**src/common/isa_pkg.sv**
```systemverilog
// RV32I subset: major opcodes, ALU funct3 codes, funct7 values, instruction field positions
package isa_pkg;

	localparam int INST_W    = 32;
	localparam int REG_IDX_W = 5;

	//////////////////////////////
	// instruction fields
	//////////////////////////////

	localparam int OPCODE_LSB = 0;
	localparam int OPCODE_MSB = 6;
	localparam int RD_LSB     = 7;
	localparam int RD_MSB     = 11;
	localparam int FUNCT3_LSB = 12;
	localparam int FUNCT3_MSB = 14;
	localparam int RS1_LSB    = 15;
	localparam int RS1_MSB    = 19;
	localparam int RS2_LSB    = 20;
	localparam int RS2_MSB    = 24;
	localparam int FUNCT7_LSB = 25;
	localparam int FUNCT7_MSB = 31;

	localparam logic [6:0] F7_BASE = 7'b0000000; // plain alu op
	localparam logic [6:0] F7_ALT  = 7'b0100000; // sub / sra

	//////////////////////////////
	// major opcodes
	//////////////////////////////

	typedef enum logic [6:0] {
		R_TYPE = 7'b0110011, // reg-reg alu
		I_TYPE = 7'b0010011, // reg-imm alu
		LOAD   = 7'b0000011,
		STORE  = 7'b0100011,
		BRANCH = 7'b1100011, // conditional branches
		LUI    = 7'b0110111,
		JAL    = 7'b1101111
	} opcode_e;

	//////////////////////////////
	// alu group funct3
	//////////////////////////////

	// shift and add/sub pairs are split by funct7
	typedef enum logic [2:0] {
		ADD_SUB = 3'b000,
		SLL     = 3'b001,
		SLT     = 3'b010,
		SLTU    = 3'b011,
		XOR     = 3'b100,
		SRL_SRA = 3'b101,
		OR      = 3'b110,
		AND     = 3'b111
	} funct3_e;

endpackage

```
**src/common/dp_pkg.sv**
```systemverilog
// dispatch types: ALU function, unit class, operand selects; lane count and space width
package dp_pkg;

	//////////////////////////////
	// dispatch constants
	//////////////////////////////

	localparam int N_LANE  = 2; // instructions per cycle
	localparam int SPACE_W = 2; // holds 0..N_LANE

	//////////////////////////////
	// alu function
	//////////////////////////////

	typedef enum logic [3:0] {
		ALU_ADD  = 4'd0,
		ALU_SUB  = 4'd1,
		ALU_SLL  = 4'd2,
		ALU_SLT  = 4'd3,
		ALU_SLTU = 4'd4,
		ALU_XOR  = 4'd5,
		ALU_SRL  = 4'd6,
		ALU_SRA  = 4'd7,
		ALU_OR   = 4'd8,
		ALU_AND  = 4'd9
	} alu_func_e;

	//////////////////////////////
	// unit class
	//////////////////////////////

	typedef enum logic [1:0] {
		FU_ALU    = 2'd0,
		FU_MEM    = 2'd1, // loads and stores
		FU_BRANCH = 2'd2  // branches and jal
	} fu_type_e;

	//////////////////////////////
	// operand selects
	//////////////////////////////

	typedef enum logic [1:0] {
		OPA_RS1  = 2'd0,
		OPA_PC   = 2'd1, // branch / jump target
		OPA_ZERO = 2'd2  // lui
	} opa_sel_e;

	typedef enum logic {
		OPB_RS2 = 1'b0,
		OPB_IMM = 1'b1
	} opb_sel_e;

endpackage

```
**src/dispatch/dp_decoder.sv**
```systemverilog
// one-lane RV32I decoder: control fields, register indices, sign-extended immediate
`timescale 1ns/1ps

module dp_decoder #(
	parameter int XLEN = 32
) (
	input  logic [isa_pkg::INST_W-1:0]    inst,
	input  logic                          valid,
	output dp_pkg::alu_func_e             alu_func,
	output dp_pkg::fu_type_e              fu_sel,
	output dp_pkg::opa_sel_e              opa_sel,
	output dp_pkg::opb_sel_e              opb_sel,
	output logic [XLEN-1:0]               imm,
	output logic [isa_pkg::REG_IDX_W-1:0] rs1_idx,
	output logic [isa_pkg::REG_IDX_W-1:0] rs2_idx,
	output logic [isa_pkg::REG_IDX_W-1:0] dest_idx,
	output logic                          has_dest,
	output logic                          illegal
);

	isa_pkg::opcode_e opcode;
	isa_pkg::funct3_e funct3;
	logic [2:0]       f3_raw;
	logic [6:0]       funct7;
	logic             alt_f7;
	logic [XLEN-1:0]  imm_i;
	logic [XLEN-1:0]  imm_s;
	logic [XLEN-1:0]  imm_b;
	logic [XLEN-1:0]  imm_u;
	logic [XLEN-1:0]  imm_j;
	logic             uses_rs1;
	logic             uses_rs2;
	logic             writes_rd;
	logic             bad_code;

	// shared by reg-reg and reg-imm forms
	function automatic dp_pkg::alu_func_e alu_of(input isa_pkg::funct3_e f3, input logic alt);
		case (f3)
			isa_pkg::ADD_SUB: return alt ? dp_pkg::ALU_SUB : dp_pkg::ALU_ADD;
			isa_pkg::SLL:     return dp_pkg::ALU_SLL;
			isa_pkg::SLT:     return dp_pkg::ALU_SLT;
			isa_pkg::SLTU:    return dp_pkg::ALU_SLTU;
			isa_pkg::XOR:     return dp_pkg::ALU_XOR;
			isa_pkg::SRL_SRA: return alt ? dp_pkg::ALU_SRA : dp_pkg::ALU_SRL;
			isa_pkg::OR:      return dp_pkg::ALU_OR;
			default:          return dp_pkg::ALU_AND;
		endcase
	endfunction

	assign opcode = isa_pkg::opcode_e'(inst[isa_pkg::OPCODE_MSB:isa_pkg::OPCODE_LSB]);
	assign f3_raw = inst[isa_pkg::FUNCT3_MSB:isa_pkg::FUNCT3_LSB];
	assign funct3 = isa_pkg::funct3_e'(f3_raw);
	assign funct7 = inst[isa_pkg::FUNCT7_MSB:isa_pkg::FUNCT7_LSB];
	assign alt_f7 = (funct7 == isa_pkg::F7_ALT);

	//////////////////////////////
	// immediates
	//////////////////////////////

	assign imm_i = XLEN'($signed(inst[31:20]));
	assign imm_s = XLEN'($signed({inst[31:25], inst[11:7]}));
	assign imm_b = XLEN'($signed({inst[31], inst[7], inst[30:25], inst[11:8], 1'b0}));
	assign imm_u = XLEN'($signed({inst[31:12], 12'b0}));
	assign imm_j = XLEN'($signed({inst[31], inst[19:12], inst[20], inst[30:21], 1'b0}));

	//////////////////////////////
	// class decode
	//////////////////////////////

	always_comb begin
		alu_func  = dp_pkg::ALU_ADD; // address / target adds by default
		fu_sel    = dp_pkg::FU_ALU;
		opa_sel   = dp_pkg::OPA_RS1;
		opb_sel   = dp_pkg::OPB_IMM;
		imm       = '0;
		uses_rs1  = 1'b0;
		uses_rs2  = 1'b0;
		writes_rd = 1'b0;
		bad_code  = 1'b0;
		case (opcode)
			isa_pkg::R_TYPE: begin
				alu_func  = alu_of(funct3, alt_f7);
				opb_sel   = dp_pkg::OPB_RS2;
				uses_rs1  = 1'b1;
				uses_rs2  = 1'b1;
				writes_rd = 1'b1;
				// alt funct7 only exists for sub and sra
				bad_code  = !(funct7 == isa_pkg::F7_BASE ||
					(alt_f7 && (funct3 == isa_pkg::ADD_SUB || funct3 == isa_pkg::SRL_SRA)));
			end
			isa_pkg::I_TYPE: begin
				alu_func  = alu_of(funct3, alt_f7 && funct3 == isa_pkg::SRL_SRA); // no subi
				imm       = imm_i;
				uses_rs1  = 1'b1;
				writes_rd = 1'b1;
				if (funct3 == isa_pkg::SLL) begin
					bad_code = (funct7 != isa_pkg::F7_BASE);
				end else if (funct3 == isa_pkg::SRL_SRA) begin
					bad_code = !(funct7 == isa_pkg::F7_BASE || alt_f7);
				end
			end
			isa_pkg::LOAD: begin
				fu_sel    = dp_pkg::FU_MEM;
				imm       = imm_i;
				uses_rs1  = 1'b1;
				writes_rd = 1'b1;
				bad_code  = (f3_raw[1:0] == 2'b11) || (f3_raw == 3'b110); // lb..lhu only
			end
			isa_pkg::STORE: begin
				fu_sel   = dp_pkg::FU_MEM;
				imm      = imm_s;
				uses_rs1 = 1'b1;
				uses_rs2 = 1'b1; // store data
				bad_code = f3_raw[2] || (f3_raw[1:0] == 2'b11);
			end
			isa_pkg::BRANCH: begin
				fu_sel   = dp_pkg::FU_BRANCH;
				opa_sel  = dp_pkg::OPA_PC;
				imm      = imm_b;
				uses_rs1 = 1'b1; // compared by the branch unit
				uses_rs2 = 1'b1;
				bad_code = (f3_raw[2:1] == 2'b01);
			end
			isa_pkg::LUI: begin
				opa_sel   = dp_pkg::OPA_ZERO;
				imm       = imm_u;
				writes_rd = 1'b1;
			end
			isa_pkg::JAL: begin
				fu_sel    = dp_pkg::FU_BRANCH;
				opa_sel   = dp_pkg::OPA_PC;
				imm       = imm_j;
				writes_rd = 1'b1; // link address
			end
			default: begin
				opb_sel  = dp_pkg::OPB_RS2;
				bad_code = 1'b1;
			end
		endcase
	end

	// unused sources read x0
	assign rs1_idx  = uses_rs1 ? inst[isa_pkg::RS1_MSB:isa_pkg::RS1_LSB] : '0;
	assign rs2_idx  = uses_rs2 ? inst[isa_pkg::RS2_MSB:isa_pkg::RS2_LSB] : '0;
	assign has_dest = writes_rd && !bad_code; // illegal ops never write back
	assign dest_idx = has_dest ? inst[isa_pkg::RD_MSB:isa_pkg::RD_LSB] : '0;
	assign illegal  = valid && bad_code;

endmodule

```
**config.mk**
```make
export PLATFORM = sky130hd
export DESIGN_NAME = dp_decoder
export DESIGN_NICKNAME = d
export VERILOG_FILES = /design/src/common/isa_pkg.sv /design/src/common/dp_pkg.sv /design/src/dispatch/dp_decoder.sv
export SDC_FILE = /design/constraint.sdc
export NUM_CORES = 1
export LEC_CHECK = 0
export ABC_AREA = 1
export BUFFER_PORTS_ARGS = -buffer_cell sky130_fd_sc_hd__buf_2
export CELL_PAD_IN_SITES_DETAIL_PLACEMENT = 2
export CELL_PAD_IN_SITES_GLOBAL_PLACEMENT = 2
export CORE_UTILIZATION = 15
export DETAILED_ROUTE_END_ITERATION = 6
export GPL_TIMING_DRIVEN = 0
export PLACE_DENSITY_LB_ADDON = 0.15
export SETUP_SLACK_MARGIN = 0.02
export SLEW_MARGIN = 0
export SYNTH_ARGS = -nofsm -noshare
export SYNTH_HDL_FRONTEND = slang
export SYNTH_SLANG_ARGS = --single-unit
```
**constraint.sdc**
```tcl
create_clock -name vclk -period 2.1
set_input_delay 0.105 -clock vclk [all_inputs]
set_output_delay 0.105 -clock vclk [all_outputs]
set_load 0.02 [all_outputs]
```
==> impl_metrics.json, run 1 <==
{
  "yosys_warnings": 0,
  "endpoint_kind": "output pin",
  "nets": 302,
  "max_clock_freq_mhz": 602.4,
  "synth_area_um2": 824.5,
  "core_area_um2": 5205,
  "vias": 1399,
  "first_pass_iters": 4,
  "start_kind": "input pin",
  "syn_area_per_cell_um2": 4.658,
  "totalWireLength_um": 4092,
  "cp-startpoint": "inst[4]",
  "crit_buf_inv": 4,
  "power_frac_clock_pct": 0,
  "rsz0062_at_grt": "false",
  "seq_cell_count": 0,
  "post_drt_wl_per_cell_um": 12.14,
  "overflow": 0,
  "grt_pass1_wl_um": 6706,
  "dieArea_um2": 5797,
  "hold_path_class": "in2out",
  "p_int_uw": 51.94,
  "crit_chain": "buf_2 -> inv_1 -> nand2_1 -> nor2_2 -> nand2_4 -> nand2_1 -> inv_1 -> o21ai_2 -> nand3_2 -> nor2_1 -> buf_2",
  "vias_per_cell": 4.151,
  "switching_share_pct": 64.90,
  "yosys-top-cells-area": "nand2_1 19%, nor2_1 19%, inv_1 18%",
  "post-route-util_pct": 26.18,
  "comb_power_share_pct": 100.0,
  "portBuffers": 90,
  "syn_inst": 177,
  "switchingPower_uw": 96.03,
  "min_to": "rs1_idx[2]",
  "final_cell_mix": "91 x buf_2, 42 x nand2_1, 41 x nor2_1",
  "grt_max_degree": 11,
  "row_count": 26,
  "cts_hold_buf": 0,
  "slowest_delay_ns": 0.21,
  "synth_fp_nets": 210,
  "worstHoldStart": "inst[17]",
  "setup_viol": 0,
  "setup_slack_ns": 0.4401,
  "tightest_slew_ns": 0.5148,
  "cp_slowest_cell": "nor2_2",
  "sequentialPowerShare_pct": 0,
  "hold_viol": 0,
  "synth_cell_types": 23,
  "die_h_um": 76.14,
  "cp.required_ns": 2.00,
  "drt-initial-drc-count": 14,
  "grtUsageTotal_pct": 13.49,
  "dp_slack_ns": 0.4181,
  "critPathMaxFanout": 8,
  "multi_input_comb_area_um2": 639.4,
  "finalCritPeriodShare_pct": 79.04,
  "tns_ns": 0,
  "grt_pass1_vias": 1436,
  "leakagePower_nw": 0.9925,
  "path_class": "in2out",
  "layout_commonest_cell": "buf_2",
  "arrival_ns": 1.55,
  "io_pins": 91,
  "drive_gt1_share_pct": 42.70,
  "path_delay_family": "simple AND/OR/NAND/NOR gates",
  "drcViolationCount": 0,
  "period_needed_ns": 1.660,
  "antenna_cells": 0,
  "place_congestion": 0.7415,
  "status": "complete, no violations",
  "seq_area_frac_synth_pct": 0,
  "die_width_um": 76.14,
  "placed_cell_area_um2": 1363,
  "final_cell_count_no_fill": 337,
  "nClkBuffers": 0,
  "cap_violations": 0,
  "seq_area_um2": 0,
  "ant_nets": 0,
  "place.detailed.hpwl_um": 3620,
  "cts_setup_buffers": 0,
  "fin_area_um2": 1363,
  "whs_path_depth": 4,
  "start_util_pct": 15.84,
  "maxSlewViolCount": 0,
  "p_per_area_nw_per_um2": 108.6,
  "slew-limit-headroom_pct": 65.45,
  "synth_largest_area_cell": "nand2_1",
  "place_inst": 337,
  "ir_drop_v": 0.00003122,
  "fill_cells": 743,
  "grt_antenna_before_repair": 0,
  "post_cts_resized": 0,
  "area_growth_pct": 65.25,
  "netlist.area_leader.share_pct": 19.12
}
-- cell families (layout without fill, tap and decap cells) --
family,Yosys count,in the layout,share of synthesized area (%)
compound gates,28,28,22.00
buf+inv,44,134,22.46
simple gates,105,105,55.54
-- metrics by stage --
stage | hold slack [ns] | power [mW]
4_1_cts | 0.5512 | 0.1508
2_1_floorplan | 0.2898 | 0.07926
3_5_place_dp | 0.5512 | 0.1502
3_3_place_gp | 0.5387 | 0.1474
5_1_grt | 0.5764 | 0.1657
6_report | 0.5472 | 0.1480
-- worst max path at each step --
stage	to	slack, ns	cells after the start
after global placement	dest_idx[4]	0.44	11
after CTS	dest_idx[0]	0.41	11
after floorplan	illegal	0.70	8
after detailed placement	dest_idx[0]	0.42	11
after global routing	dest_idx[4]	0.27	11
final	dest_idx[0]	0.44	11
-- worst min-delay path, cell delays in order --
cell	delay, ns
buf_2	0.09
inv_1	0.05
nor2_1	0.04
buf_2	0.15
-- power by group through the flow --
stage	clock [mW]	sequential [mW]	combinational, mW
2_1_floorplan	0	0	0.0793
3_3_place_gp	0	0	0.147
3_5_place_dp	0	0	0.150
4_1_cts	0	0	0.151
5_1_grt	0	0	0.166
6_report	0	0	0.148
-- per-layer routing --
layer	GRT usage (%)	share of wire (%)	up-vias
li1	-	-	722
met1	17.64	48	631
met2	25.36	47	46
met3	1.078	4.7	0
met4	0	0	0
met5	0	0	-
-- final cells by class --
class / count / share of cell area, %
Timing Repair Buffer: 90 / 33.06
Buffer: 4 / 2.571
Inverter: 40 / 11.02
Multi-Input combinational cell: 133 / 46.92
Tap cell: 70 / 6.428
-- Yosys cell counts (2+ instances only) --
library cell and count:
o22ai_1 4, buf_6 2, nand2_1 42, a21boi_0 2
nand3_2 3, nand2_2 4, nand4_1 2, o21ai_0 11
nor2_2 4, nand3_1 6, nor2_1 41, inv_1 39
o21ai_2 7
No activity file was read; power rests on OpenSTA's default activity.
==> run 2: changes to the inputs <==
Settings changed: ABC_AREA 1 to 0, CORE_UTILIZATION 15 to 17.
Clock period 2.1 ns to 1.6 ns, I/O delays scaled along.
==> run 2 against run 1 <==
Effect of this change: the flow now finishes with violations (negative setup slack); combinational power rose by 100%; total power rose by 100%; hold slack got worse by 0.065 ns; utilization rose by 12 points; wire length rose by 29%; highest routed layer is now met4; non-clock buffer count rose by 21; area after synthesis rose by 7.4%; die area fell by 5.1%; global-route usage rose by 2.3 points; clock-buffer cell count did not move; flip-flop and latch count did not move.
==> impl_metrics.json, run 2 <==
{
  "syn_inst": 128,
  "arrival_ns": 1.98,
  "path_class": "in2out",
  "seq_area_um2": 0,
  "synth_common_cells": "18 x a21o_1, 13 x nor2b_1, 11 x and2_1",
  "start_util_pct": 18.15,
  "endpoint_kind": "output pin",
  "synth_cell_types": 43,
  "fin_area_um2": 1864,
  "status": "finished with violations",
  "worstHoldStart": "inst[28]",
  "critPathMostFrequentCell": "buf_6",
  "period_needed_ns": 2.059,
  "synth_fp_nets": 161,
  "drt-initial-drc-count": 33,
  "final_cell_mix": "59 x buf_2, 30 x buf_6, 22 x buf_4",
  "critPathMaxFanout": 6,
  "grtUsageTotal_pct": 15.82,
  "layout_commonest_cell": "buf_2",
  "leakagePower_nw": 1.080,
  "setup_slack_ns": -0.4590,
  "p_total_uw": 298.6,
  "post_drt_wl_per_cell_um": 17.57,
  "ir_drop_v": 0.00007584,
  "place_inst": 280,
  "grt_pass1_vias": 1382,
  "cp.required_ns": 1.52,
  "die_width_um": 74.19,
  "row_count": 25,
  "vias": 1473,
  "place_congestion": 0.7628,
  "vias_per_cell": 4.910,
  "hold_path_class": "in2out",
  "start_kind": "input pin",
  "finalCritPeriodShare_pct": 128.7,
  "failed_checks": "negative setup slack",
  "place.detailed.hpwl_um": 3763,
  "portBuffers": 85,
  "slowest_delay_ns": 0.53,
  "whs_path_depth": 3,
  "overflow": 0,
  "cts_hold_buf": 0,
  "yosys-top-cells-area": "a21o_1 15%, nor2b_1 9.2%, and2_1 7.8%",
  "p_per_area_nw_per_um2": 160.2,
  "seq_area_frac_synth_pct": 0,
  "synth_largest_area_cell": "a21o_1",
  "synth_area_um2": 885.9,
  "core_area_um2": 4880,
  "grt_max_degree": 11,
  "nets": 268,
  "first_pass_iters": 5,
  "area_growth_pct": 110.5,
  "hold_slack_ns": 0.4826,
  "drive_gt1_share_pct": 61.80,
  "path_delay_family": "simple AND/OR/NAND/NOR gates",
  "tightest_slew_ns": 0.5299,
  "rsz0062_at_grt": "true",
  "nClkBuffers": 0,
  "ant_nets": 0,
  "maxSlewViolCount": 0,
  "yosys_warnings": 0,
  "drcViolationCount": 0,
  "syn_area_per_cell_um2": 6.921,
  "max_clock_freq_mhz": 485.7,
  "cap_violations": 0,
  "dp_slack_ns": -0.7023,
  "hold_viol": 0,
  "cp-startpoint": "inst[29]",
  "die_h_um": 74.19,
  "slew-limit-headroom_pct": 64.43,
  "final_cell_count_no_fill": 300,
  "netlist.area_leader.share_pct": 15.25,
  "placed_cell_area_um2": 1431,
  "cp_slowest_cell": "or4_4",
  "fill_cells": 583,
  "crit_chain": "buf_6 -> or4_4 -> a2111o_1 -> a221o_1 -> nor4_4 -> buf_4 -> and2_4 -> buf_6",
  "io_pins": 91,
  "grt_pass1_wl_um": 6982,
  "cp.depth": 8,
  "totalWireLength_um": 5271,
  "setup_viol": 9,
  "seq_cell_count": 0,
  "synthMostInstantiatedCell": "a21o_1",
  "dieArea_um2": 5503,
  "antenna_cells": 0,
  "grt_antenna_before_repair": 0,
  "crit_buf_inv": 3
}
-- run 2: timing repair --
action,4_1_cts,5_1_grt
setup buffers,2,15
endpoints found under the setup margin,52,54
resized for setup,25,70
gates cloned,0,3
pin swaps,10,12
-- run 2: layout make-up --
class	count	area, µm²	share of cell area [%]
buffer	10	108.9	5.839
inverter	5	18.77	1.007
multi-input combinational	113	920.9	49.40
tap	67	83.83	4.497
timing repair buffer	105	732.0	39.26
-- run 2: final timing paths --
kind | to | slack (ns)
setup / recovery | dest_idx[4] | -0.46
hold / removal | imm[28] | 0.48
-- run 2: cells by family (layout without fill, tap and decap cells) --
group	count (synthesis)	after routing	synth area share (%)
and+or+nand+nor	65	65	47.03
AOI/OAI and AO/OA	46	46	39.55
xor gates and xnor gates	2	2	1.978
buffers and inverters	15	120	11.44
-- run 2: through the flow --
stage	setup TNS [ns]	util, %
final	-3.308	38.21
after detailed placement	-20.91	29.33
after CTS	-15.06	31.33
after global placement	-17.60	29.33
after floorplan	-3.736	-
after global routing	-4.094	38.21
-- run 2: power by group --
| group | switching (mW) | leakage (nW) | internal, mW |
|---|---|---|---|
| clock network | 0 | 0 | 0 |
| registers | 0 | 0 | 0 |
| logic | 0.162 | 1.08 | 0.137 |
| total | 0.162 | 1.08 | 0.137 |
-- run 2: routing by layer --
metal	vias to the layer above	track usage (%)	routed length, µm
met5	-	0	0
met4	0	0.8547	23
met1	708	19.65	2074
li1	685	-	-
met3	2	1.084	409
met2	78	30.81	2763
==> run 3: changes to the inputs <==
Settings changed: ABC_AREA 0 to 1, CORE_ASPECT_RATIO set to 1.2, CORE_UTILIZATION 17 to 14.
==> run 3 against run 2 <==
Effect of this change: the flow now finishes without violations; via count decreased by 3.6%; final area is 22% lower; non-clock buffer count shrank 18; critical endpoint unchanged; largest power group unchanged.
==> impl_metrics.json, run 3 (synthesized netlist as in run 1, its figures left out) <==
{
  "setup_viol": 0,
  "start_util_pct": 14.55,
  "status": "complete, no violations",
  "dieArea_um2": 6201,
  "first_pass_iters": 3,
  "core_area_um2": 5668,
  "grt_antenna_before_repair": 0,
  "max_clock_freq_mhz": 678.7,
  "place.detailed.hpwl_um": 3626,
  "totalWireLength_um": 4083,
  "nClkBuffers": 0,
  "place_congestion": 0.7233,
  "ir_drop_v": 0.00003883,
  "drt-initial-drc-count": 13,
  "cp_slowest_cell": "buf_2",
  "area_growth_pct": 76.93,
  "fill_cells": 769,
  "row_count": 30,
  "met2_usage_pct": 24.79,
  "leakagePower_nw": 1.019,
  "ant_nets": 0,
  "tns_ns": 0,
  "grt_use_met1_pct": 15.37,
  "p_total_uw": 205.7,
  "drive_gt1_share_pct": 48.15,
  "rsz0062_at_grt": "true",
  "hold_viol": 0,
  "setup_slack_ns": 0.1267,
  "path_class": "in2out",
  "vias": 1420,
  "dp_slack_ns": -0.03079,
  "slowest_delay_ns": 0.17,
  "portBuffers": 90,
  "grt_pass1_wl_um": 6465,
  "critPathMaxFanout": 8,
  "layout_commonest_cell": "buf_2",
  "overflow": 0,
  "crit_chain": "buf_2 -> inv_1 -> nand2_1 -> nor2_4 -> nand2_4 -> nand2_1 -> inv_2 -> o21ai_2 -> nand3_2 -> nor2_1 -> buf_2",
  "cts_hold_buf": 0,
  "grt_max_degree": 11,
  "antenna_cells": 0,
  "seq_cell_count": 0,
  "nets": 305,
  "post_drt_wl_per_cell_um": 11.67,
  "io_pins": 91,
  "finalCritPeriodShare_pct": 92.08,
  "use_met3_pct": 0.9401,
  "period_needed_ns": 1.473,
  "seq_area_um2": 0,
  "hold_path_class": "in2out",
  "vias_per_cell": 4.057,
  "grt_pass1_vias": 1367,
  "die_h_um": 86.07,
  "cp.required_ns": 1.52,
  "die_width_um": 72.06,
  "endpoint_kind": "output pin",
  "tightest_slew_ns": 0.3175,
  "start_kind": "input pin",
  "slew-limit-headroom_pct": 78.75,
  "grtUsageTotal_pct": 12.53,
  "drcViolationCount": 0,
  "maxSlewViolCount": 0,
  "p_per_area_nw_per_um2": 141.0,
  "cap_violations": 0,
  "arrival_ns": 1.39,
  "hold_slack_ns": 0.4934,
  "final_cell_mix": "89 x buf_2, 41 x nand2_1, 37 x inv_1",
  "busiest_layer": "met2"
}
-- run 3: cell count changes in the layout (fill, tap and decap cells not counted), moves of 16 or more --
cell and change:
a21o_1 -18, nand2_1 +37, buf_4 -16, nor2_1 +25, buf_2 +30, inv_1 +32, buf_6 -28
-- run 3: worst paths after layout --
kind	startpoint	end	slack, ns	cells past startpoint
setup / recovery	inst[4]	dest_idx[4]	0.13	11
hold / removal	inst[15]	rs1_idx[0]	0.49	4
-- run 3: timing repair --
action | in CTS | in global routing
endpoints found under the setup margin | 11 | 26
setup buffers | 0 | 3
pin swaps | 0 | 2
resized for setup | 2 | 18
-- run 3: final cells by class --
class / instances / area [µm²] / area share, %
multi-input combinational: 133 / 695.7 / 47.68
timing repair buffer: 93 / 478.0 / 32.76
inverter: 40 / 150.1 / 10.29
tap: 80 / 100.1 / 6.861
buffer: 4 / 35.03 / 2.401
-- run 3: metal layers --
layer  up-vias  wire length (µm)
met5         -                 0
met4         0                 0
li1        727                 -
met3         0               176
met2        39              2179
met1       654              1727
-- run 3: worst max-delay path, delay by kind of cell --
family | cells | cell delay [ns]
simple gates | 6 | 0.74
buf+inv | 4 | 0.50
compound gates | 1 | 0.08
-- run 3: power by group --
| group | internal, mW | total, mW | switching [mW] | leakage [nW] |
|---|---|---|---|---|
| clock | 0 | 0 | 0 | 0 |
| sequential | 0 | 0 | 0 | 0 |
| combinational | 0.0726 | 0.206 | 0.133 | 1.02 |
| total | 0.0726 | 0.206 | 0.133 | 1.02 |
-- run 3: metrics by stage --
stage	cell area (µm²)	util (%)	instances
6_report	1459	25.74	350
5_1_grt	1459	25.74	350
4_1_cts	1383	24.39	347
3_5_place_dp	1375	24.26	347
3_3_place_gp	1375	24.26	347
2_1_floorplan	824.5	-	177
